--- src/cfg_deposit_settings.svh ---
`ifndef CFG_DEPOSIT_SETTINGS_SVH
`define CFG_DEPOSIT_SETTINGS_SVH

// Width of the register write address
`define CFG_ADDR_W 2

// Width of the write data and of the word on the config link
`define CFG_DATA_W 32

// Register map of the two configuration channels
// Addresses 2 and 3 are not mapped and writes there are dropped
`define CFG_ADDR_TIMER 2'd0
`define CFG_ADDR_MODE  2'd1

`endif

--- src/cfg_deposit_pkg.sv ---
`default_nettype none

package cfg_deposit_pkg;

  // Timer channel payload, 32 bits with the enable in the MSB
  typedef struct packed {
    logic        enable;
    logic [14:0] reserved;
    logic [15:0] period;
  } timer_cfg_t;

  // Mode channel payload, 32 bits with the mode nibble in the LSBs
  typedef struct packed {
    logic [19:0] reserved;
    logic [7:0]  gain;
    logic [3:0]  mode;
  } mode_cfg_t;

  // Tag that travels with every word on the config link
  typedef enum logic {
    CHAN_TIMER = 1'b0,
    CHAN_MODE  = 1'b1
  } cfg_chan_e;

endpackage

`default_nettype wire

--- src/cfg_regs.sv ---
`default_nettype none

`include "cfg_deposit_settings.svh"

module cfg_regs (
  input  logic                       clk_i,
  input  logic                       rst_ni,
  // Plain write strobe port, there is no handshake on this side
  input  logic                       wr_en_i,
  input  logic [`CFG_ADDR_W-1:0]     wr_addr_i,
  input  logic [`CFG_DATA_W/8-1:0]   wr_be_i,
  input  logic [`CFG_DATA_W-1:0]     wr_data_i,
  // Timer channel update towards its deposit
  output logic                       timer_upd_o,
  output cfg_deposit_pkg::timer_cfg_t timer_o,
  // Mode channel update towards its deposit
  output logic                       mode_upd_o,
  output cfg_deposit_pkg::mode_cfg_t  mode_o
);

  // ----------------------------------------------------------------------
  // Address decode and byte-enable merge
  // ----------------------------------------------------------------------

  logic                        wr_timer;
  logic                        wr_mode;
  logic [`CFG_DATA_W-1:0]      be_mask;
  cfg_deposit_pkg::timer_cfg_t timer_q;
  cfg_deposit_pkg::timer_cfg_t timer_d;
  cfg_deposit_pkg::mode_cfg_t  mode_q;
  cfg_deposit_pkg::mode_cfg_t  mode_d;
  logic                        timer_upd_q;
  logic                        mode_upd_q;

  // Only the two mapped addresses select a register
  assign wr_timer = wr_en_i && (wr_addr_i == `CFG_ADDR_TIMER);
  assign wr_mode  = wr_en_i && (wr_addr_i == `CFG_ADDR_MODE);

  // Expand every byte enable into a full byte of mask bits
  always_comb begin
    for (int i = 0; i < `CFG_DATA_W / 8; i++) begin
      be_mask[8*i +: 8] = {8{wr_be_i[i]}};
    end
  end

  // Enabled bytes come from the write data, the others keep the stored value
  // Reserved fields are merged like any other bits
  assign timer_d = cfg_deposit_pkg::timer_cfg_t'((wr_data_i & be_mask) |
                                                 (timer_q & ~be_mask));
  assign mode_d  = cfg_deposit_pkg::mode_cfg_t'((wr_data_i & be_mask) |
                                                (mode_q & ~be_mask));

  // ----------------------------------------------------------------------
  // Register storage and update pulses
  // ----------------------------------------------------------------------

  // The merged value and the pulse are taken on the same edge, so the
  // deposit sees the new struct in exactly the cycle of the pulse
  always_ff @(posedge clk_i or negedge rst_ni) begin
    if (!rst_ni) begin
      timer_q     <= '0;
      mode_q      <= '0;
      timer_upd_q <= 1'b0;
      mode_upd_q  <= 1'b0;
    end else begin
      // A pulse lasts one cycle unless another write follows right away
      timer_upd_q <= wr_timer;
      mode_upd_q  <= wr_mode;
      if (wr_timer) begin
        timer_q <= timer_d;
      end
      if (wr_mode) begin
        mode_q <= mode_d;
      end
    end
  end

  // The stored registers drive the outputs directly
  assign timer_o     = timer_q;
  assign mode_o      = mode_q;
  assign timer_upd_o = timer_upd_q;
  assign mode_upd_o  = mode_upd_q;

endmodule

`default_nettype wire

--- src/stream_deposit.sv ---
`default_nettype none

// Latest-value-wins holding stage between a source without back-pressure
// and a valid/ready sink
module stream_deposit #(
  parameter type T = logic
) (
  input  logic clk_i,
  input  logic rst_ni,
  // Input side is always ready, so it has no ready output
  input  logic valid_i,
  input  T     data_i,
  // Output side with a normal valid/ready handshake
  output logic valid_o,
  input  logic ready_i,
  output T     data_o
);

  logic pending_d;
  logic pending_q;
  T     data_q;

  // A new input or an old stalled value stays pending until the sink takes it
  // With nothing offered the flag simply holds its state
  assign pending_d = (valid_i || pending_q) ? !ready_i : pending_q;

  always_ff @(posedge clk_i or negedge rst_ni) begin
    if (!rst_ni) begin
      pending_q <= 1'b0;
    end else begin
      pending_q <= pending_d;
    end
  end

  // Newer input overwrites the held value even during a stall
  always_ff @(posedge clk_i) begin
    if (valid_i) begin
      data_q <= data_i;
    end
  end

  // During an input pulse the register is bypassed
  // so the value reaches the sink in the same cycle
  assign valid_o = valid_i || pending_q;
  assign data_o  = valid_i ? data_i : data_q;

endmodule

`default_nettype wire

--- src/cfg_link_tx.sv ---
`default_nettype none

`include "cfg_deposit_settings.svh"

module cfg_link_tx (
  input  logic                        clk_i,
  input  logic                        rst_ni,
  // Timer deposit output
  input  logic                        timer_valid_i,
  input  cfg_deposit_pkg::timer_cfg_t timer_i,
  output logic                        timer_ready_o,
  // Mode deposit output
  input  logic                        mode_valid_i,
  input  cfg_deposit_pkg::mode_cfg_t  mode_i,
  output logic                        mode_ready_o,
  // Tagged configuration link
  output logic                        cfg_valid_o,
  output cfg_deposit_pkg::cfg_chan_e  cfg_chan_o,
  output logic [`CFG_DATA_W-1:0]      cfg_data_o,
  input  logic                        cfg_ready_i
);

  // ----------------------------------------------------------------------
  // Round-robin grant
  // ----------------------------------------------------------------------

  cfg_deposit_pkg::cfg_chan_e last_q;
  logic                       gnt_timer;
  logic                       gnt_mode;
  logic                       xfer;

  // A lone valid channel is always granted
  // On a tie the channel that was not served last goes first
  assign gnt_timer = timer_valid_i &&
                     (!mode_valid_i || (last_q == cfg_deposit_pkg::CHAN_MODE));
  assign gnt_mode  = mode_valid_i &&
                     (!timer_valid_i || (last_q == cfg_deposit_pkg::CHAN_TIMER));

  // ----------------------------------------------------------------------
  // Link word
  // ----------------------------------------------------------------------

  assign cfg_valid_o = timer_valid_i || mode_valid_i;
  assign cfg_chan_o  = gnt_mode ? cfg_deposit_pkg::CHAN_MODE : cfg_deposit_pkg::CHAN_TIMER;
  assign cfg_data_o  = gnt_mode ? `CFG_DATA_W'(mode_i) : `CFG_DATA_W'(timer_i);

  // Ready is only passed to the deposit that owns the current word
  assign timer_ready_o = cfg_ready_i && gnt_timer;
  assign mode_ready_o  = cfg_ready_i && gnt_mode;

  assign xfer = cfg_valid_o && cfg_ready_i;

  // The last-served flag moves only on a completed transfer
  // Reset points it at the mode channel, which hands the first tie to the timer
  always_ff @(posedge clk_i or negedge rst_ni) begin
    if (!rst_ni) begin
      last_q <= cfg_deposit_pkg::CHAN_MODE;
    end else if (xfer) begin
      last_q <= cfg_chan_o;
    end
  end

endmodule

`default_nettype wire

--- src/cfg_deposit_top.sv ---
`default_nettype none

`include "cfg_deposit_settings.svh"

module cfg_deposit_top (
  input  logic                       clk_i,
  input  logic                       rst_ni,
  // Register write port
  input  logic                       wr_en_i,
  input  logic [`CFG_ADDR_W-1:0]     wr_addr_i,
  input  logic [`CFG_DATA_W/8-1:0]   wr_be_i,
  input  logic [`CFG_DATA_W-1:0]     wr_data_i,
  // Configuration link towards the peripheral
  output logic                       cfg_valid_o,
  output cfg_deposit_pkg::cfg_chan_e cfg_chan_o,
  output logic [`CFG_DATA_W-1:0]     cfg_data_o,
  input  logic                       cfg_ready_i
);

  // ----------------------------------------------------------------------
  // Internal wiring
  // ----------------------------------------------------------------------

  // Register block to deposits
  logic                        timer_upd;
  cfg_deposit_pkg::timer_cfg_t timer_cfg;
  logic                        mode_upd;
  cfg_deposit_pkg::mode_cfg_t  mode_cfg;

  // Deposits to link transmitter
  logic                        timer_dep_valid;
  logic                        timer_dep_ready;
  cfg_deposit_pkg::timer_cfg_t timer_dep_data;
  logic                        mode_dep_valid;
  logic                        mode_dep_ready;
  cfg_deposit_pkg::mode_cfg_t  mode_dep_data;

  cfg_regs i_regs (
    .clk_i       (clk_i),
    .rst_ni      (rst_ni),
    .wr_en_i     (wr_en_i),
    .wr_addr_i   (wr_addr_i),
    .wr_be_i     (wr_be_i),
    .wr_data_i   (wr_data_i),
    .timer_upd_o (timer_upd),
    .timer_o     (timer_cfg),
    .mode_upd_o  (mode_upd),
    .mode_o      (mode_cfg)
  );

  // One deposit per channel, each with its own payload type
  stream_deposit #(
    .T (cfg_deposit_pkg::timer_cfg_t)
  ) i_timer_dep (
    .clk_i   (clk_i),
    .rst_ni  (rst_ni),
    .valid_i (timer_upd),
    .data_i  (timer_cfg),
    .valid_o (timer_dep_valid),
    .ready_i (timer_dep_ready),
    .data_o  (timer_dep_data)
  );

  stream_deposit #(
    .T (cfg_deposit_pkg::mode_cfg_t)
  ) i_mode_dep (
    .clk_i   (clk_i),
    .rst_ni  (rst_ni),
    .valid_i (mode_upd),
    .data_i  (mode_cfg),
    .valid_o (mode_dep_valid),
    .ready_i (mode_dep_ready),
    .data_o  (mode_dep_data)
  );

  cfg_link_tx i_link (
    .clk_i         (clk_i),
    .rst_ni        (rst_ni),
    .timer_valid_i (timer_dep_valid),
    .timer_i       (timer_dep_data),
    .timer_ready_o (timer_dep_ready),
    .mode_valid_i  (mode_dep_valid),
    .mode_i        (mode_dep_data),
    .mode_ready_o  (mode_dep_ready),
    .cfg_valid_o   (cfg_valid_o),
    .cfg_chan_o    (cfg_chan_o),
    .cfg_data_o    (cfg_data_o),
    .cfg_ready_i   (cfg_ready_i)
  );

endmodule

`default_nettype wire

--- config.mk ---
export PLATFORM = sky130hd
export DESIGN_NAME = cfg_deposit_top
export DESIGN_NICKNAME = d
export VERILOG_FILES = /design/src/cfg_deposit_pkg.sv /design/src/cfg_regs.sv /design/src/stream_deposit.sv /design/src/cfg_link_tx.sv /design/src/cfg_deposit_top.sv
export VERILOG_INCLUDE_DIRS = /design/src
export SDC_FILE = /design/constraint.sdc
export NUM_CORES = 1
export LEC_CHECK = 0
export ABC_AREA = 1
export BUFFER_PORTS_ARGS = -buffer_cell sky130_fd_sc_hd__buf_2
export CORE_ASPECT_RATIO = 1.4
export CORE_UTILIZATION = 30
export DETAILED_ROUTE_END_ITERATION = 10
export PLACE_DENSITY_LB_ADDON = 0.15
export SLEW_MARGIN = 30
export SYNTH_ARGS = -nofsm -noshare
export SYNTH_HDL_FRONTEND = slang
export SYNTH_SLANG_ARGS = --single-unit
--- constraint.sdc ---
create_clock -name clk_i -period 3.5 [get_ports clk_i]
set_input_delay 0.7 -clock clk_i [delete_from_list [all_inputs] [get_ports clk_i]]
set_output_delay 0.7 -clock clk_i [all_outputs]
set_load 0.02 [all_outputs]
==> impl_metrics.toml, run 1 <==
[timing]
finalMaxSlewViolations = 0
timing.final.crit_share_pct = 86.0
maxSlewHeadroom_pct = 46.4
finalSetupViolCount = 0
tightest_slew_ns = 0.801
setup_ws_ns = 0.489
grt_setup_unrepaired = "no"
fmax_mhz = 332
period_needed_ns = 3.01
fin_tns_setup_ns = 0
final-hold-violation-count = 0
finClkSkew_ns = 0.00784

[setup_path]
crit_path_start = "i_mode_dep.pending_q$_DFFE_PN0P_"
path_cells = "inv_1 -> nand2_4 -> nand2_2 -> nand3_1 -> nand2_1 -> buf_2"
critPathLaunchType = "flop"
max_stage_delay_ns = 0.58
path_max_fanout = 35
r2r-start = "i_mode_dep.pending_q$_DFFE_PN0P_"
worst_ep_arrival_time_ns = 2.31
cp-end-kind = "output pin"
required_ns = 2.80
critPathKind = "flop to output pin"
slowest_stage = "nand2_2"
crit_buf_inv = 2
worst_path_dominant_cell_family = "simple AND/OR/NAND/NOR gates"

[placed_design]
port_buffers = 75
place_congestion = 0.698
dpl_cell_area_mm2 = 0.00593
hpwl_um = 9710
pre_cts_ws_ns = 0.943

[synthesis]
synthFlopType = "dfrtp_1"
synth_area_mm2 = 0.00544
ys_ff_latch = 133
yosysTopAreaCellShare_pct = 31.3
syn-num-nets = 729
synthCells = 687
ys_async_sr_fraction_pct = 51.9
synth_edf_count = 0
ys_types = 21
postSynthAreaPerCell_um2 = 7.91
synth_warnings = 0
synthTopCellsByArea = "dfrtp_1 (31%), nand2_1 (25%), dfxtp_1 (24%), nand3_1 (9.3%), nand4_1 (3.7%)"
synth_top_cell_by_area = "dfrtp_1"
yosysSeqAreaShare_pct = 55.4

[route]
firstDrtPassIters = 5
finalWirelength_um = 15000
vias = 4666
vias_per_cell = 4.68
drt_first_iter_violations = 318
drt-wirelength-per-cell_um = 15.0
drcViolationCount = 0
postRouteAntennaNets = 0

[floorplanning]
die_area_mm2 = 0.0187
start_util_pct = 31.0
ios = 76
die_height_um = 161
core_area_mm2 = 0.0175
rows = 57
die_x_um = 116

[cells_and_area]
drive_gt1_share_pct = 16.6
syn_to_final_growth_pct = 21.9
fin_nets = 790
antennaDiodeCount = 0
final_area_mm2 = 0.00663

[global_routing]
grt_overflow = 0
track_usage_pct = 17.4
grt_pass1_vias = 4899
grt_max_degree = 70
antenna_found_initial = 0
grt_pass1_wl_um = 24900

[power]
power_density_mw_per_mm2 = 735
power_uw = 4870
leakage_uw = 0.00351
ir_drop_v = 0.000326

[clock_tree]
cts_resized = 0
clock_sinks = 133
htreeDepth = 4
root_buffer = "clkbuf_16"
cts_buffer_depth = 2
cts_setup_buffers = 0
cts_made_buffers = 17
hold_buffers = 0
cts_tree = "yes"
clk_latency_ns = 0.41
clk_pin_slew_ns = 0.06

[run]
maxCapViolCount = 0

[status]
status = "finished, final reports clean"

[hold_path]
min_path_type = "primary input to asynchronous set/reset pin"
cell type report:
type / instances / area (um2)
fillers: 1879 / 10900
flip-flops and latches: 133 / 3010
multi-input cells: 506 / 2150
clock buffers: 21 / 470
repair buffers: 86 / 462
well taps: 236 / 295
clock inverters: 11 / 220
inverters: 4 / 15.0
stage by stage:
stage | std cells | util (%) | hold WS, ns
floorplan | 687 | - | 0.404
global placement | 965 | 33.8 | 0.427
detailed placement | 965 | 33.8 | 0.432
CTS | 997 | 37.7 | 0.447
global route | 997 | 37.8 | 0.436
finish | 997 | 37.8 | 0.391
cells in the mapped netlist, types with 2 or more instances:
| cell | count |
|---|---|
| buf_1 | 4 |
| clkbuf_1 | 3 |
| nand2_1 | 362 |
| nor2_4 | 2 |
| inv_1 | 3 |
| dfrtp_1 | 68 |
| nand2_2 | 2 |
| buf_2 | 23 |
| buf_6 | 3 |
| buf_4 | 11 |
| a21oi_1 | 2 |
| dfxtp_1 | 64 |
| nand3_1 | 101 |
| nand4_1 | 32 |
worst reg2reg max path, stage by stage (launching register included):
cell and delay, ns:
dfrtp_1 0.36, inv_1 0.07, nand2_4 0.35, nand2_2 0.59
a21oi_1 0.29
placed cells by master (no fill, tap or decap), drive strengths merged:
| master | instances |
|---|---|
| inv | 5 |
| buf | 86 |
| nand2 | 365 |
| dfxtp | 64 |
| bufinv | 6 |
| nand4 | 32 |
| nor2 | 4 |
| dfrtp | 68 |
| nand3 | 101 |
| clkinv | 4 |
| o21ai | 1 |
| clkbuf | 21 |
| dfstp | 1 |
| nor3b | 1 |
| a21oi | 2 |
layer usage:
layer | share of wire, % | GRT usage, % | vias up
li1 | - | - | 2346
met1 | 44 | 21.0 | 2188
met2 | 50 | 29.5 | 107
met3 | 4.0 | 3.60 | 25
met4 | 2.6 | 7.46 | 0
met5 | 0 | 0 | -
path summary, 6_finish.rpt:
| path | end | slack, ns | depth (start not counted) |
|---|---|---|---|
| min | asynchronous set/reset pin | 0.39 | 2 |
| max in group asynchronous | asynchronous set/reset pin | 2.62 | 2 |
| min reg2reg | i_mode_dep.data_q[13]$_DFF_P_ | 0.44 | 2 |
| max | cfg_data_o[27] | 0.49 | 6 |
| min in group clk_i | i_mode_dep.data_q[13]$_DFF_P_ | 0.44 | 2 |
| max reg2reg | i_timer_dep.pending_q$_DFFE_PN0P_ | 1.76 | 4 |
cells by family after synthesis:
| family | count (synthesis) | synth area share (%) |
|---|---|---|
| AOI/OAI and AO/OA | 3 | 0.483 |
| buffers and inverters | 48 | 5.02 |
| DFF | 133 | 55.4 |
| and+or+nand+nor | 503 | 39.1 |
where the power goes:
part | internal [uW] | leakage [uW] | switching (uW) | total, uW
Sequential | 1840 | 0.00140 | 127 | 1970
Clock | 1400 | 0.000338 | 669 | 2070
Combinational | 272 | 0.00177 | 565 | 836
(Power assumes the default switching activity.)
==> run 2, diff against run 1 <==
--- a/config.mk
+++ b/config.mk
@@ -12,6 +12,7 @@
 export CORE_UTILIZATION = 30
 export DETAILED_ROUTE_END_ITERATION = 10
 export PLACE_DENSITY_LB_ADDON = 0.15
+export REMOVE_ABC_BUFFERS = 1
 export SLEW_MARGIN = 30
 export SYNTH_ARGS = -nofsm -noshare
 export SYNTH_HDL_FRONTEND = slang
==> impl_metrics.toml, run 2 (synthesized netlist as in run 1, its figures left out) <==
[setup_path]
worst_ep_arrival_time_ns = 2.29
path_cells = "inv_1 -> nand2_4 -> nand2_2 -> nand3_1 -> nand2_1 -> buf_2"
required_ns = 2.80
critPathKind = "flop to output pin"
critPathLaunchType = "flop"
cp-end-kind = "output pin"
max_stage_delay_ns = 0.68
ff2ff_path_depth = 4
path_max_fanout = 35
slowest_stage = "nand2_2"

[power]
leakage_uw = 0.00346
p_seq_share_pct = 42.7
p_int_uw = 3250
power_density_mw_per_mm2 = 705
power.switching_uw = 1350
power_uw = 4600
swShare_pct = 29.4
ir_drop_v = 0.000246
pwr-share-comb_pct = 18.1
clkPwrFrac_pct = 39.1

[global_routing]
grt_overflow = 0
track_usage_pct = 17.9
grt_pass1_wl_um = 25200
antenna_found_initial = 1
grt_max_degree = 38
grt_pass1_vias = 4846

[clock_tree]
clk_latency_ns = 0.41
cts_resized = 0
cts_made_buffers = 17
cts_tree = "yes"
root_buffer = "clkbuf_16"
clk_pin_slew_ns = 0.06
htreeDepth = 4
cts_buffer_depth = 2
hold_buffers = 0
cts_setup_buffers = 0
clock_sinks = 133

[floorplanning]
rows = 57
start_util_pct = 31.0
core_area_mm2 = 0.0175
die_x_um = 116
ios = 76
die_height_um = 161
die_area_mm2 = 0.0187

[timing]
finClkSkew_ns = 0.00830
tightest_slew_ns = 0.842
setup_ws_ns = 0.511
finalMaxSlewViolations = 0
fmax_mhz = 335
timing.final.crit_share_pct = 85.4
final-hold-violation-count = 0
maxSlewHeadroom_pct = 43.9
period_needed_ns = 2.99
fin_tns_setup_ns = 0
finalSetupViolCount = 0
grt_setup_unrepaired = "no"

[placed_design]
place_congestion = 0.750
pre_cts_ws_ns = 0.900
port_buffers = 75
hpwl_um = 9640

[cells_and_area]
fin_nets = 789
final_common_cell = "nand2_1"
drive_gt1_share_pct = 16.3
syn_to_final_growth_pct = 20.1
layout_common_cells = "nand2_1 (362), nand3_1 (101), buf_2 (75)"

[route]
drt_first_iter_violations = 286
postRouteAntennaNets = 0
vias_per_cell = 4.71
vias = 4699
firstDrtPassIters = 4
finalWirelength_um = 15500
drcViolationCount = 0
drt-wirelength-per-cell_um = 15.5

[hold_path]
min_path_type = "primary input to asynchronous set/reset pin"

[run]
maxCapViolCount = 0

[status]
status = "finished, final reports clean"
## run 2: changes by cell type in the layout (fill, tap and decap cells not counted)
cell and change:
buf_6 -1, diode_2 +1, clkinvlp_4 +2, clkinv_2 +2, bufinv_16 -3, clkbuf_8 -2, clkbuf_1 +1
## run 2: layout make-up
cell class              count  area (um2)
fillers                  1917       11000
flip-flops and latches    133        3010
multi-input cells         506        2150
repair buffers             85         450
clock buffers              20         447
well taps                 236         295
clock inverters            12         155
inverters                   4        15.0
diodes                      1        2.50
## run 2: through the flow
stage               instance area, um2  util (%)  cells  hold slack [ns]
global placement                  5920      33.8    964            0.426
CTS                               6530      37.2    996            0.426
finish                            6530      37.2    997            0.398
floorplan                         5180         -    643            0.404
global route                      6530      37.2    997            0.453
detailed placement                5920      33.8    964            0.430
## run 2: path summary, 6_finish.rpt
| kind | from | to | slack, ns |
|---|---|---|---|
| max | i_mode_dep.pending_q$_DFFE_PN0P_ | cfg_data_o[27] | 0.51 |
| min | rst_ni | asynchronous set/reset pin | 0.40 |
| max reg2reg | i_regs.mode_upd_o$_DFF_PN0_ | i_timer_dep.pending_q$_DFFE_PN0P_ | 1.80 |
| min reg2reg | i_timer_dep.data_q[26]$_DFF_P_ | i_timer_dep.data_q[26]$_DFF_P_ | 0.44 |
| max in group asynchronous | rst_ni | asynchronous set/reset pin | 2.24 |
| min in group clk_i | i_timer_dep.data_q[26]$_DFF_P_ | i_timer_dep.data_q[26]$_DFF_P_ | 0.44 |
## run 2: critical path: cells and delay by family (launching register included)
| kind | cells | cell delay (ns) |
|---|---|---|
| AND/OR/NAND/NOR | 4 | 1.23 |
| flip-flops | 1 | 0.37 |
| buffers and inverters | 2 | 0.25 |
## run 2: layer usage
metal | vias to the layer above | part of all wire, % | GRT usage [%]
met3 | 9 | 2.9 | 2.81
met2 | 83 | 54 | 32.6
li1 | 2336 | - | -
met4 | 0 | 1.2 | 5.54
met5 | - | 0 | 0
met1 | 2271 | 42 | 21.1
## run 2: power groups by stage
stage	combinational (uW)	clock [uW]	sequential [uW]
3_3_place_gp	832	0	1990
4_1_cts	851	1840	1970
2_1_floorplan	543	0	1960
5_1_grt	951	1920	2010
3_5_place_dp	848	0	2000
6_report	835	1800	1970
==> run 3, diff against run 2 <==
--- a/config.mk
+++ b/config.mk
@@ -9,7 +9,7 @@
 export ABC_AREA = 1
 export BUFFER_PORTS_ARGS = -buffer_cell sky130_fd_sc_hd__buf_2
 export CORE_ASPECT_RATIO = 1.4
-export CORE_UTILIZATION = 30
+export CORE_UTILIZATION = 61
 export DETAILED_ROUTE_END_ITERATION = 10
 export PLACE_DENSITY_LB_ADDON = 0.15
 export REMOVE_ABC_BUFFERS = 1
==> impl_metrics.toml, run 3 (synthesized netlist as in run 1, its figures left out) <==
[floorplanning]
die_x_um = 81.8
die_height_um = 114
rows = 40
core_area_mm2 = 0.00861
die_area_mm2 = 0.00930
ios = 76
start_util_pct = 63.2

[global_routing]
track_usage_pct = 31.7
antenna_found_initial = 0
gr-usage-met1_pct = 40.3
grt_max_degree = 38
top_usage_layer = "met2"
use_met2_pct = 52.3
grt_pass1_vias = 4504
grtUsageMet3_pct = 7.60
grt_overflow = 0
grt_pass1_wl_um = 22000

[cells_and_area]
fin_nets = 790
syn_to_final_growth_pct = 18.2
final_area_mm2 = 0.00642
final_common_cell = "nand2_1"
antennaDiodeCount = 0
drive_gt1_share_pct = 16.7
utilization_pct = 74.6
fin_cells = 866
layout_common_cells = "nand2_1 (362), nand3_1 (101), buf_2 (75)"

[clock_tree]
cts_setup_buffers = 0
clk_latency_ns = 0.42
root_buffer = "clkbuf_16"
clock_sinks = 133
cts_buffer_depth = 2
hold_buffers = 0
cts_resized = 0
htreeDepth = 4
cts_tree = "yes"
cts_made_buffers = 17
clk_pin_slew_ns = 0.06

[timing]
period_needed_ns = 2.98
fin_tns_setup_ns = 0
maxSlewHeadroom_pct = 43.2
finalMaxSlewViolations = 0
finalSetupViolCount = 0
final-hold-violation-count = 0
fin_worst_hold_slack_ns = 0.351
grt_setup_unrepaired = "no"
tightest_slew_ns = 0.851
timing.final.crit_share_pct = 85.1
finClkSkew_ns = 0.00699
fmax_mhz = 336

[placed_design]
hpwl_um = 8030
dpl_cell_area_mm2 = 0.00577
place_congestion = 0.802
dp.cells = 834
port_buffers = 75

[setup_path]
path_max_fanout = 35
rrSetupSlack_ns = 1.75
max_stage_delay_ns = 0.57
worst_ep_arrival_time_ns = 2.28
path_cells = "inv_2 -> nand2_4 -> nand2_2 -> nand3_1 -> nand2_1 -> buf_2"
required_ns = 2.80
slowest_stage = "nand2_2"
crit_buf_inv = 2
cp-end-kind = "output pin"
critPathKind = "flop to output pin"
worst_path_dominant_cell_family = "simple AND/OR/NAND/NOR gates"
critPathLaunchType = "flop"

[route]
vias = 4856
drt-wirelength-per-cell_um = 15.5
firstDrtPassIters = 7
drt_first_iter_violations = 459
vias_per_cell = 5.61
drcViolationCount = 0
finalWirelength_um = 13400
postRouteAntennaNets = 0

[hold_path]
min_path_type = "primary input to asynchronous set/reset pin"

[run]
maxCapViolCount = 0

[power]
ir_drop_v = 0.000504
power_density_mw_per_mm2 = 741
leakage_uw = 0.00348

[status]
status = "finished, final reports clean"
==> run 3: stage by stage <==
step | power [uW] | setup WS [ns]
floorplan | 2510 | 0.679
global placement | 2780 | 1.04
detailed placement | 2820 | 0.989
CTS | 4760 | 0.523
global route | 4970 | 0.366
finish | 4760 | 0.523
==> run 3: final timing paths <==
kind / start / end / depth (start not counted)
max: i_regs.mode_upd_o$_DFF_PN0_ / cfg_data_o[10] / 6
min: rst_ni / asynchronous set/reset pin / 1
max reg2reg: i_regs.mode_upd_o$_DFF_PN0_ / i_timer_dep.pending_q$_DFFE_PN0P_ / 4
min reg2reg: i_mode_dep.data_q[16]$_DFF_P_ / i_mode_dep.data_q[16]$_DFF_P_ / 2
max in group asynchronous: rst_ni / asynchronous set/reset pin / 2
min in group clk_i: i_mode_dep.data_q[16]$_DFF_P_ / i_mode_dep.data_q[16]$_DFF_P_ / 2
==> run 3: metal layers <==
metal  up-vias  wire length (um)
met3        28              1060
li1       2336                 -
met4         0               227
met5         -                 0
met1      2259              5210
met2       233              6920
==> run 3: cell type report <==
class                   count  area (um2)
flip-flops and latches    133        3010
fillers                   631        2180
multi-input cells         506        2150
repair buffers             86         458
clock buffers              17         425
clock inverters            15         230
well taps                 105         131
inverters                   4        15.0
==> run 3: report_power, final <==
part           internal (uW)  switching (uW)  total (uW)
clock network           1270             686        1950
logic                    271             563         835
registers               1840             128        1970
total                   3380            1380        4760
